==> config.mk <==
export PLATFORM = sky130hd
export DESIGN_NAME = i2cMasterEngine_flat
export DESIGN_NICKNAME = d
export VERILOG_FILES = /design/src/i2cPkg.sv /design/src/i2cCmdIf.sv /design/src/i2cMasterEngine.sv /design/src/flat_wrapper.sv
export SDC_FILE = /design/constraint.sdc
export NUM_CORES = 1
export LEC_CHECK = 0
export BUFFER_PORTS_ARGS = -buffer_cell sky130_fd_sc_hd__clkbuf_2
export CAP_MARGIN = 20
export CORE_UTILIZATION = 45
export DETAILED_ROUTE_END_ITERATION = 7
export PLACE_DENSITY_LB_ADDON = 0.25
export RECOVER_POWER = 25
export SYNTH_ARGS = -nofsm -noshare
export SYNTH_HDL_FRONTEND = slang
export SYNTH_SLANG_ARGS = --single-unit
==> constraint.sdc <==
create_clock -name CLK_400K -period 1.8 [get_ports CLK_400K]
set_input_delay 0.36 -clock CLK_400K [delete_from_list [all_inputs] [get_ports CLK_400K]]
set_output_delay 0.36 -clock CLK_400K [all_outputs]
set_load 0.05 [all_outputs]
==> src/i2cPkg.sv <==
`default_nettype none

package i2cPkg;

   // one command per start strobe
   typedef enum logic [1:0] {
      opWritePtr = 2'd0, // address, pointer high, pointer low
      opReadByte = 2'd1, // address with read bit, one byte in, NACK
      opWriteReg = 2'd2  // address, pointer high, pointer low, data
   } i2cOpE;

   localparam int byteW = 8;
   localparam int ptrW = 16;

   // four clock cycles per SCL bit, 400 kHz in gives 100 kHz on the bus
   localparam int phasesPerBit = 4;
   localparam int phaseW = $clog2(phasesPerBit);

   // quarters of one bit slot
   localparam logic [phaseW-1:0] phSetup = phaseW'(0);                 // scl low, sda moves
   localparam logic [phaseW-1:0] phRise = phaseW'(1);                  // scl released
   localparam logic [phaseW-1:0] phSample = phaseW'(2);                // scl high, sda sampled
   localparam logic [phaseW-1:0] phFall = phaseW'(phasesPerBit - 1);   // scl pulled low

endpackage

`default_nettype wire
==> src/i2cCmdIf.sv <==
`default_nettype none

interface i2cCmdIf
   import i2cPkg::*;
();

   logic start;                  // one cycle pulse
   i2cOpE op;
   logic [byteW-1:0] slaveAddr;  // 8-bit write address
   logic [ptrW-1:0] regPtr;
   logic [byteW-1:0] wrData;

   logic done;                   // one cycle pulse
   logic [byteW-1:0] rdData;     // valid from done until the next start
   logic nack;                   // valid with done

   modport seqSide (
      output start,
      output op,
      output slaveAddr,
      output regPtr,
      output wrData,
      input done,
      input rdData,
      input nack
   );

   modport engineSide (
      input start,
      input op,
      input slaveAddr,
      input regPtr,
      input wrData,
      output done,
      output rdData,
      output nack
   );

endinterface

`default_nettype wire

==> src/i2cMasterEngine.sv <==
`default_nettype none

module i2cMasterEngine
   import i2cPkg::*;
(
   input wire logic CLK_400K,
   input wire logic RESET_N,
   i2cCmdIf.engineSide cmd,
   output logic sclOut,   // 1 releases the line
   output logic sdaOut,   // 1 releases the line
   input wire logic sdaIn
);

   typedef enum logic [2:0] {
      engIdle,
      engStart,
      engBit,
      engStop,
      engDone
   } engStateE;

   engStateE state;
   logic [phaseW-1:0] phase;
   logic [3:0] bitCnt;      // 0..7 data, 8 is the ack slot
   logic [1:0] byteCnt;
   logic [1:0] lastByte;
   logic [byteW-1:0] curByte;
   logic ackSlot;
   logic readSlot;
   logic readStrobe;

   // frame length follows the opcode
   always_comb begin
      case (cmd.op)
         opWritePtr: lastByte = 2'd2;
         opReadByte: lastByte = 2'd1;
         default: lastByte = 2'd3;
      endcase
   end

   always_comb begin
      case (byteCnt)
         2'd0: curByte = (cmd.op == opReadByte) ? {cmd.slaveAddr[byteW-1:1], 1'b1}
                                                : cmd.slaveAddr;
         2'd1: curByte = cmd.regPtr[ptrW-1:byteW];
         2'd2: curByte = cmd.regPtr[byteW-1:0];
         default: curByte = cmd.wrData;
      endcase
   end

   assign ackSlot = (bitCnt == 4'd8);
   assign readSlot = (cmd.op == opReadByte) && (byteCnt == 2'd1);   // second byte comes in
   assign readStrobe = (state == engBit) && (phase == phSample) && readSlot && !ackSlot;

   always_ff @(posedge CLK_400K) begin
      if (!RESET_N) begin
         state <= engIdle;
         phase <= phSetup;
         bitCnt <= 4'd0;
         byteCnt <= 2'd0;
         sclOut <= 1'b1;
         sdaOut <= 1'b1;
         cmd.done <= 1'b0;
         cmd.nack <= 1'b0;
      end else begin
         cmd.done <= 1'b0;
         case (state)
            engIdle: begin
               if (cmd.start) begin
                  state <= engStart;
                  phase <= phSetup;
                  bitCnt <= 4'd0;
                  byteCnt <= 2'd0;
                  cmd.nack <= 1'b0;
               end
            end
            engStart: begin
               phase <= phase + 1'b1;
               if (phase == phSetup) begin
                  sclOut <= 1'b1;
                  sdaOut <= 1'b1;
               end else if (phase == phRise) begin
                  sdaOut <= 1'b0;   // START, sda falls with scl high
               end else if (phase == phFall) begin
                  sclOut <= 1'b0;
                  state <= engBit;
               end
            end
            engBit: begin
               phase <= phase + 1'b1;
               if (phase == phSetup) begin
                  // released for ack slots and for the whole read byte, so the
                  // read byte ends with a NACK from the master
                  sdaOut <= (ackSlot || readSlot) ? 1'b1 : curByte[3'd7 - bitCnt[2:0]];
               end else if (phase == phRise) begin
                  sclOut <= 1'b1;
               end else if (phase == phSample) begin
                  if (ackSlot && !readSlot && sdaIn) begin
                     cmd.nack <= 1'b1;   // slave left sda high
                  end
               end else begin
                  sclOut <= 1'b0;
                  if (ackSlot) begin
                     bitCnt <= 4'd0;
                     if (byteCnt == lastByte) begin
                        state <= engStop;
                     end else begin
                        byteCnt <= byteCnt + 2'd1;
                     end
                  end else begin
                     bitCnt <= bitCnt + 4'd1;
                  end
               end
            end
            engStop: begin
               phase <= phase + 1'b1;
               if (phase == phSetup) begin
                  sdaOut <= 1'b0;
               end else if (phase == phRise) begin
                  sclOut <= 1'b1;
               end else if (phase == phFall) begin
                  sdaOut <= 1'b1;   // STOP, sda rises with scl high
                  state <= engDone;
               end
            end
            default: begin
               cmd.done <= 1'b1;   // one cycle after STOP
               state <= engIdle;
            end
         endcase
      end
   end

   always_ff @(posedge CLK_400K) begin
      if (readStrobe) begin
         cmd.rdData <= {cmd.rdData[byteW-2:0], sdaIn};   // msb first
      end
   end

   // the sequencer waits for done before the next command
   startWhileBusy: assert property (@(posedge CLK_400K) disable iff (!RESET_N)
      cmd.start |-> state == engIdle);

endmodule

`default_nettype wire

==> src/flat_wrapper.sv <==
// flat-port wrapper written by rule: the top's interface ports become plain ports
module i2cMasterEngine_flat import i2cPkg::*;
  (CLK_400K, RESET_N, sclOut, sdaOut, sdaIn, cmd_start, cmd_op, cmd_slaveAddr, cmd_regPtr, cmd_wrData, cmd_done, cmd_rdData, cmd_nack);
  i2cCmdIf cmd_i ();
  input wire logic CLK_400K;
  input wire logic RESET_N;
  output logic sclOut;
  output logic sdaOut;
  input wire logic sdaIn;
  input wire logic [$bits(cmd_i.start)-1:0] cmd_start;
  input wire logic [$bits(cmd_i.op)-1:0] cmd_op;
  input wire logic [$bits(cmd_i.slaveAddr)-1:0] cmd_slaveAddr;
  input wire logic [$bits(cmd_i.regPtr)-1:0] cmd_regPtr;
  input wire logic [$bits(cmd_i.wrData)-1:0] cmd_wrData;
  output wire logic [$bits(cmd_i.done)-1:0] cmd_done;
  output wire logic [$bits(cmd_i.rdData)-1:0] cmd_rdData;
  output wire logic [$bits(cmd_i.nack)-1:0] cmd_nack;
  assign cmd_i.start = cmd_start;
  assign cmd_i.op = cmd_op;
  assign cmd_i.slaveAddr = cmd_slaveAddr;
  assign cmd_i.regPtr = cmd_regPtr;
  assign cmd_i.wrData = cmd_wrData;
  assign cmd_done = cmd_i.done;
  assign cmd_rdData = cmd_i.rdData;
  assign cmd_nack = cmd_i.nack;
  i2cMasterEngine u_core (.CLK_400K(CLK_400K), .RESET_N(RESET_N), .cmd(cmd_i), .sclOut(sclOut), .sdaOut(sdaOut), .sdaIn(sdaIn));
endmodule
### Yosys cells after proc, flatten, opt, wreduce, memory -nomap -nowiden

Index checks and enable logic that the tools add are counted.

* flip-flop bits (word level): 23
* output and inout port bits: 12
* bits of input ports: 38

* add/subtract/negate cells: 4
* equality and inequality tests: 34
* magnitude comparators: 1
* multiplexer cells: 56
* reduce and logical (&&, ||, !) cells: 25

Operators with widths (number)
* 3-bit two-way mux: 12
* 2-bit inequality test (second input constant): 13
* 8-bit one-hot mux with 3 select lines: 1
* 1-bit two-way mux: 23
* 4-bit two-way mux: 5
* 7-bit AND reduction: 2
* 2-bit two-way mux: 6
* 2-bit one-hot mux with 2 select lines: 3
* 3-bit one-hot mux with 4 select lines: 1
* 12-bit AND reduction: 1
* 5-bit AND reduction: 2
* 3-bit by 1-bit inequality test with 1-bit output (second input constant): 3
* 2-bit by 1-bit inequality test with 1-bit output (second input constant): 4
* 4-bit one-hot mux with 2 select lines: 1
* 2-bit by 1-bit equality test with 1-bit output (second input constant): 3
* 2-bit equality test (second input constant): 3
* 3-bit by 2-bit equality test with 1-bit output (second input constant): 2
* 1-bit logical AND: 6
* 2-bit zero test: 3
* 3-bit by 2-bit inequality test with 1-bit output (second input constant): 2
* 1-bit one-hot mux with 3 select lines: 2
* 6-bit AND reduction: 1
* 2-bit by 1-bit adder with 2-bit output (second input constant): 2
* 4-bit by 1-bit adder with 4-bit output (second input constant): 1
* other kinds (16): 18

### Depth between registers and ports, before layout

Gate-level depths: netlist (run 1).

* depth after elaboration: 10
* gate-level depth with buffers: 8
* gate-level depth less buffers: 7

### Worst setup path before layout (run 1)

OpenSTA, ideal clock, no wires.

* path kind: register to register
* start: reg u_core.bitCnt[0]
* end: reg u_core.cmd.rdData[0] (enable)
* stages on the path, launching flop included: 6
* arrival time: 1582 ps
* buffers on the path: 1
* period minus slack after synthesis: 1965 ps
* setup time: 383 ps
* slack: -165 ps
* required time: 1417 ps
* path through: dfxtp_1 > buf_2 > inv_1 > ha_1 > and3b_1 > nor3_1

* word-level cells in the longest chain between the ends: 3

Ends and longest elaborated chain
* from (decl): line i2cMasterEngine.sv:24 `logic [3:0] bitCnt;`
* from (signal assigned): line i2cMasterEngine.sv:111 `bitCnt <= bitCnt + 4'd1;`
* 4-bit equality test: line i2cMasterEngine.sv:51 `assign ackSlot = (bitCnt == 4'd8);`
* 1-bit zero test: line i2cMasterEngine.sv:53 `assign readStrobe = (state == engBit) && (phase == phSample) && readSlot && !ackSlot;`
* 1-bit logical AND: line i2cMasterEngine.sv:53
* net u_core.readStrobe: line i2cMasterEngine.sv:30 `logic readStrobe;`
* to (signal assigned): line i2cMasterEngine.sv:136 `cmd.rdData <= {cmd.rdData[byteW-2:0], sdaIn};`
* to (decl): line i2cCmdIf.sv:35 `output rdData,`

The timed path passes the listed nets, and every way through them passes these cells.
A chain may end at the register's enable or synchronous reset.

### Final worst setup path (run 1)

* start: reg u_core.phase[0]
* end: reg u_core.bitCnt[3]

* word-level cells in the longest chain between the ends: 3
* elaborated cells on any way between the ends: 7
* those cells by class: eq/ne (5); reduce/logical (2)

Ends and longest elaborated chain
* from (decl): line i2cMasterEngine.sv:23 `logic [phaseW-1:0] phase;`
* from (signal assigned): line i2cMasterEngine.sv:58 `phase <= phSetup;`
* from (signal assigned): line i2cMasterEngine.sv:71 `phase <= phSetup;`
* from (signal assigned): line i2cMasterEngine.sv:78 `phase <= phase + 1'b1;`
* 2-bit equality test, or another cell as far along: line i2cMasterEngine.sv:97 `end else if (phase == phSample) begin`
* 2-bit inequality test (no source line)
* 5-bit AND reduction (no source line) *

Mark *: on every way between the ends. The rest lies on a longest branch, timed or not.

==> impl_metrics.yaml, run 1 <==
outcome:
  status: "complete, no violations"
pwr:
  peakVddDrop_v: 0.000220
  static-leakage-power_uw: 0.000902
  p_per_area_nw_per_um2: 469
worst_hold_path:
  min_path_type: "in2reg"
  min_from: "sdaIn"
global_routing:
  grt_pass1_wl_um: 6470
  grt_max_degree: 14
  grt_util_all_layers: 0.237
  antenna_found_initial: 0
  grt_pass1_vias: 1549
  grt_overflow: 0
floorplan:
  ioPinCount: 50
  fp.dieH_um: 60.7
  core_area_um2: 3150
  die_w_um: 60.7
  num_rows: 20
  start_util: 0.492
  die_area_um2: 3690
logic_synthesis:
  synth_cells: 167
  synth_cell_types: 48
  async_reset_ff_frac: 0
  yosys.cell_count.top_type: "dfxtp_1"
  synth_edf_count: 8
  yosysTopAreaCellShare: 0.194
  synth_ff_type: "dfxtp_1"
  yosys-top-cells-area: "dfxtp_1 (19%), edfxtp_1 (15%), ha_1 (8.9%)"
  ys_seq_area_frac: 0.348
  synth.ff_latch_count: 23
  yosysTopAreaCell: "dfxtp_1"
  syn-cell-area_um2: 1550
  ys_top_cells_by_count: "dfxtp_1 (15), ha_1 (11), nand2_1 (11)"
  synth_fp_nets: 216
  synth.avg_cell_area_um2: 9.29
  synth_warnings: 0
sta:
  setup_viol: 0
  final.min_clock_period_ns: 1.74
  tightest_slew_ns: 0.587
  fin_skew_ns: 0.00689
  fin_crit_sh: 0.968
  slew-limit-headroom: 0.610
  final-hold-violation-count: 0
  drv_slew: 0
  clock.fmax_mhz: 574
cts:
  cts_buffers: 3
  insertion_delay_ns: 0.32
  clockBufferDepth: 2
  root_buffer: "clkbuf_4"
  htree_levels: 1
  path_clk_slew_ns: 0.13
  cts_tree: "done"
  clock_sinks: 23
worst_setup_path:
  endpoint_kind: "flip-flop"
  cp.required_ns: 2.03
  rr_startpoint: "u_core.phase[0]$_SDFFE_PN0P_"
  cp_max_fo: 5
  path_class: "reg2reg"
  cp.arrival_ns: 1.97
  cp-start-kind: "flip-flop"
  worstSetupStartpoint: "u_core.phase[0]$_SDFFE_PN0P_"
detailed_routing:
  final_antenna_net_count: 0
  route.detailed.drc: 0
  wl_um: 4000
  wl_per_cell_um: 14.3
  initialDrtViolationCount: 103
  detailroute.via_count: 1549
  viasPerCell: 5.53
  firstDrtPassIters: 6
final_layout:
  nNetsFinal: 286
  antennaDiodeCount: 0
  drive_above_1_share: 0.424
  instances_no_fill: 280
  syn2layout_area_growth_pct: 37.3
  fin_area_um2: 2130
  fillers: 272
placed_design:
  numPortBuffers: 49
  routabilityCongestion: 0.827
  hpwl_um: 3110
  place_area_um2: 1970
  dp_cells: 273
job:
  maxCapViolCount: 0
-- state kept, by name, indices dropped and copies added, names as in the netlist --
register           cells
u_core.bitCnt          4
u_core.byteCnt         2
u_core.cmd.done        1
u_core.cmd.nack        1
u_core.cmd.rdData      8
u_core.phase           2
u_core.sclOut          1
u_core.sdaOut          1
u_core.state           3
-- final cells by class --
class / instances / area, um^2 / share of cell area
Clock buffer: 3 / 22.5 / 0.0106
Sequential cell: 23 / 549 / 0.258
Inverter: 8 / 32.5 / 0.0153
Clock inverter: 1 / 5.00 / 0.00235
Tap cell: 44 / 55.1 / 0.0258
Timing Repair Buffer: 76 / 453 / 0.213
Multi-Input combinational cell: 125 / 1010 / 0.476
-- power by group --
group | internal, uW | switching (uW) | leakage, uW | total [uW]
registers | 541 | 8.45 | 0.000196 | 549
logic | 105 | 99.4 | 0.000689 | 204
clock network | 83.2 | 162 | 0.0000177 | 245
total | 729 | 269 | 0.000902 | 998
-- cells by family (layout without fill, tap and decap cells) --
| logic type | after synthesis | count (layout) | synth area share |
|---|---|---|---|
| and+or+nand+nor | 57 | 57 | 0.206 |
| buffers and inverters | 19 | 88 | 0.0637 |
| xor gates and xnor gates | 4 | 4 | 0.0226 |
| AOI/OAI and AO/OA | 47 | 47 | 0.232 |
| DFF | 23 | 23 | 0.348 |
| muxes | 6 | 6 | 0.0387 |
| adders and majority gates | 11 | 11 | 0.0887 |
-- worst max-delay path, cell delays in order, from the launching register on --
cell     delay, ns
dfxtp_2       0.38
inv_1         0.07
ha_2          0.21
buf_6         0.14
o41ai_4       0.44
nand4_1       0.15
xor2_1        0.22
nor2_2        0.04
-- final timing paths --
path,endpoint,slack (ns),cells past startpoint
worst max-delay path,u_core.bitCnt[3]$_SDFFE_PN0P_,0.06,7
worst min-delay path,u_core.cmd.rdData[0]$_DFFE_PP_,0.27,1
worst max register to register,u_core.bitCnt[3]$_SDFFE_PN0P_,0.06,7
worst min register to register,u_core.cmd.rdData[3]$_DFFE_PP_,0.47,0
-- per-stage QoR --
stage / total power (uW) / hold WS (ns) / setup WS [ns] / TNS [ns] / util
global route: 1050 / 0.275 / -0.0284 / -0.0533 / 0.676
finish: 998 / 0.271 / 0.0571 / 0 / 0.676
CTS: 989 / 0.244 / 0.0204 / 0 / 0.655
global placement: 736 / 0.436 / -0.0388 / -0.0388 / 0.626
detailed placement: 745 / 0.442 / -0.110 / -0.112 / 0.626
floorplan: 666 / 0.459 / 0.0138 / 0 / -
-- layer usage --
metal,vias up,share of wire,global-route usage
met5,-,0,0
met2,57,0.51,0.432
met4,0,0.019,0.0974
li1,762,-,-
met3,8,0.048,0.0362
met1,722,0.42,0.275
-- placed cells by master, fill, tap and decap left out, types with 3 or more instances in the layout --
cell / n
clkbuf_4: 3
o21ai_0: 10
nor3_1: 5
nand2_1: 11
and2_1: 4
ha_4: 4
inv_1: 6
a211oi_1: 4
dfxtp_2: 4
nor2b_1: 5
nor2_1: 9
clkbuf_2: 47
a21oi_1: 5
o211ai_1: 3
dfxtp_1: 10
buf_4: 25
nand2b_1: 6
a21boi_0: 3
a222oi_1: 4
mux2i_1: 6
ha_1: 5
edfxtp_1: 8
-- what timing repair did --
action | CTS | global route
resized for setup | 15 | 12
hold buffers | 0 | 0
buffers inserted | 1 | 2
hold endpoints to repair | 0 | 0
setup endpoints to repair | 6 | 8
pin swaps | 2 | 9
(Power assumes the default switching activity.)
==> run 2, diff against run 1 <==
--- a/config.mk
+++ b/config.mk
@@ -7,8 +7,11 @@
 export LEC_CHECK = 0
 export BUFFER_PORTS_ARGS = -buffer_cell sky130_fd_sc_hd__clkbuf_2
 export CAP_MARGIN = 20
-export CORE_UTILIZATION = 45
+export CELL_PAD_IN_SITES_DETAIL_PLACEMENT = 0
+export CELL_PAD_IN_SITES_GLOBAL_PLACEMENT = 1
+export CORE_UTILIZATION = 34
 export DETAILED_ROUTE_END_ITERATION = 7
+export HOLD_SLACK_MARGIN = 0.12
 export PLACE_DENSITY_LB_ADDON = 0.25
 export RECOVER_POWER = 25
 export SYNTH_ARGS = -nofsm -noshare
==> run 2 against run 1 <==
Clock power rose by 32%. Clock-buffer cell count did not move. Register-to-register slack barely moved. Routed wire length rose by 4.5%. Sequential cell count did not move. Clock skew fell by 0.0030 ns. Worst setup slack got worse by 0.0084 ns. Total power rose by 7.9%. Hold slack improved by 0.069 ns. Combinational power barely moved. Non-clock buffer count rose by 4.
==> impl_metrics.yaml, run 2 (same netlist as run 1, synthesis figures left out) <==
worst_setup_path:
  path_buf_inv: 2
  cp.depth: 8
  endpoint_kind: "flip-flop"
  slowest_delay_ns: 0.37
  crit_slowest_cell: "dfxtp_4"
  cp.required_ns: 1.96
  path_class: "reg2reg"
  crit_chain: "buf_4 > ha_4 > buf_4 > a222oi_1 > a211oi_1 > nor3_1 > o311a_1 > o21ai_1"
  r2r_cells: 8
  cp_max_fo: 6
  worst_path_most_repeated_cell: "buf_4"
  cp-start-kind: "flip-flop"
  cpLargestDelayFamily: "compound AO/OA/AOI/OAI gates"
  cp.arrival_ns: 1.91
sta:
  tightest_slew_ns: 0.371
  drv_slew: 0
  rsz0062_at_grt: "yes"
  fin_skew_ns: 0.00393
  fin_crit_sh: 0.973
  final-hold-violation-count: 0
  final.min_clock_period_ns: 1.75
  hold_ws_ns: 0.340
  tns_ns: 0
  clock.fmax_mhz: 571
  slew-limit-headroom: 0.750
  setup_viol: 0
final_layout:
  reg.largest.list: "u_core.cmd.rdData: 8 flops, u_core.bitCnt: 4 flops, u_core.state: 3 flops"
  instances_no_fill: 292
  nNetsFinal: 290
  layout_common_cells: "clkbuf_2 (48), buf_4 (30), nand2_1 (11), dfxtp_1 (11)"
  top_register: "u_core.cmd.rdData"
  syn2layout_area_growth_pct: 40.1
  largest_reg_flops: 8
  layout_commonest_cell: "clkbuf_2"
  drive_above_1_share: 0.433
  antennaDiodeCount: 0
detailed_routing:
  final_antenna_net_count: 0
  wl_per_cell_um: 14.3
  viasPerCell: 5.38
  initialDrtViolationCount: 85
  wl_um: 4180
  detailroute.via_count: 1570
  route.detailed.drc: 0
  firstDrtPassIters: 4
cts:
  postCtsHoldBufs: 0
  insertion_delay_ns: 0.27
  clock_sinks: 23
  path_clk_slew_ns: 0.08
  cts_tree: "done"
  root_buffer: "clkbuf_8"
  clockBufferDepth: 2
  htree_levels: 1
  cts_buffers: 3
job:
  maxCapViolCount: 0
worst_hold_path:
  min_path_type: "in2reg"
  hold_depth: 1
floorplan:
  ioPinCount: 50
  core_area_um2: 4380
  fp.dieH_um: 69.6
  die_w_um: 69.6
  die_area_um2: 4840
  num_rows: 24
  start_util: 0.354
pwr:
  p_seq_frac: 0.507
  p_per_area_nw_per_um2: 496
  static-leakage-power_uw: 0.000931
  power_uw: 1080
  internal_power_uw: 801
  switching_share: 0.256
  pwr-share-clk: 0.301
  peakVddDrop_v: 0.000348
  netSwitchingPower_uw: 276
  pwr-share-comb: 0.192
placed_design:
  dp_cells: 283
  routabilityCongestion: 0.721
  numPortBuffers: 49
  hpwl_um: 3300
outcome:
  status: "complete, no violations"
global_routing:
  grt_overflow: 0
  grt_util_all_layers: 0.177
  grt_pass1_wl_um: 6980
  antenna_found_initial: 0
  grt_pass1_vias: 1588
  grt_max_degree: 14
-- run 2: cell types whose count changed in the layout (fill, tap and decap cells not counted), moves of 2 or more --
cell and delta:
buf_4 +5, clkbuf_8 +3, buf_6 -2, dfxtp_2 -2, clkbuf_4 -3
-- run 2: final timing paths --
kind / startpoint / to / slack [ns]
min reg2reg: u_core.cmd.rdData[5]$_DFFE_PP_ / u_core.cmd.rdData[6]$_DFFE_PP_ / 0.46
min: sdaIn / u_core.cmd.rdData[0]$_DFFE_PP_ / 0.34
max: u_core.byteCnt[1]$_SDFFE_PN0P_ / u_core.sdaOut$_SDFFE_PN1P_ / 0.05
max reg2reg: u_core.byteCnt[1]$_SDFFE_PN0P_ / u_core.sdaOut$_SDFFE_PN1P_ / 0.05
-- run 2: layer usage --
layer	vias up	GRT usage	routed length (um)
li1	771	-	-
met1	737	0.204	1730
met2	53	0.330	2140
met3	9	0.0349	224
met4	0	0.0431	74
met5	-	0	0
-- run 2: stage by stage --
| step | util | setup slack, ns | instance area (um^2) |
|---|---|---|---|
| 3_3_place_gp | 0.456 | -0.0658 | 2000 |
| 4_1_cts | 0.477 | 0.00147 | 2090 |
| 3_5_place_dp | 0.456 | -0.143 | 2000 |
| 5_1_grt | 0.496 | -0.0836 | 2170 |
| 6_report | 0.496 | 0.0487 | 2170 |
| 2_1_floorplan | - | 0.0138 | 1560 |
-- run 2: timing repair --
item | 4_1_cts | 5_1_grt
gates resized for setup | 13 | 15
pin swaps | 1 | 8
setup endpoints to repair | 2 | 6
buffers inserted | 0 | 5
-- run 2: area by class of cell --
| class | count | area, um^2 |
|---|---|---|
| clock inverter | 1 | 5.00 |
| inverter | 8 | 35.0 |
| sequential | 23 | 551 |
| timing repair buffer | 80 | 473 |
| tap | 52 | 65.1 |
| clock buffer | 3 | 41.3 |
| multi-input combinational | 125 | 1000 |
| fill | 451 | 2210 |
-- run 2: power by group through the flow --
stage                     Combinational [uW]  Sequential, uW  Clock, uW
after floorplan                          101             565          0
after global placement                   183             561          0
after detailed placement                 188             561          0
after CTS                                191             549        332
after global routing                     228             548        359
final                                    207             547        324
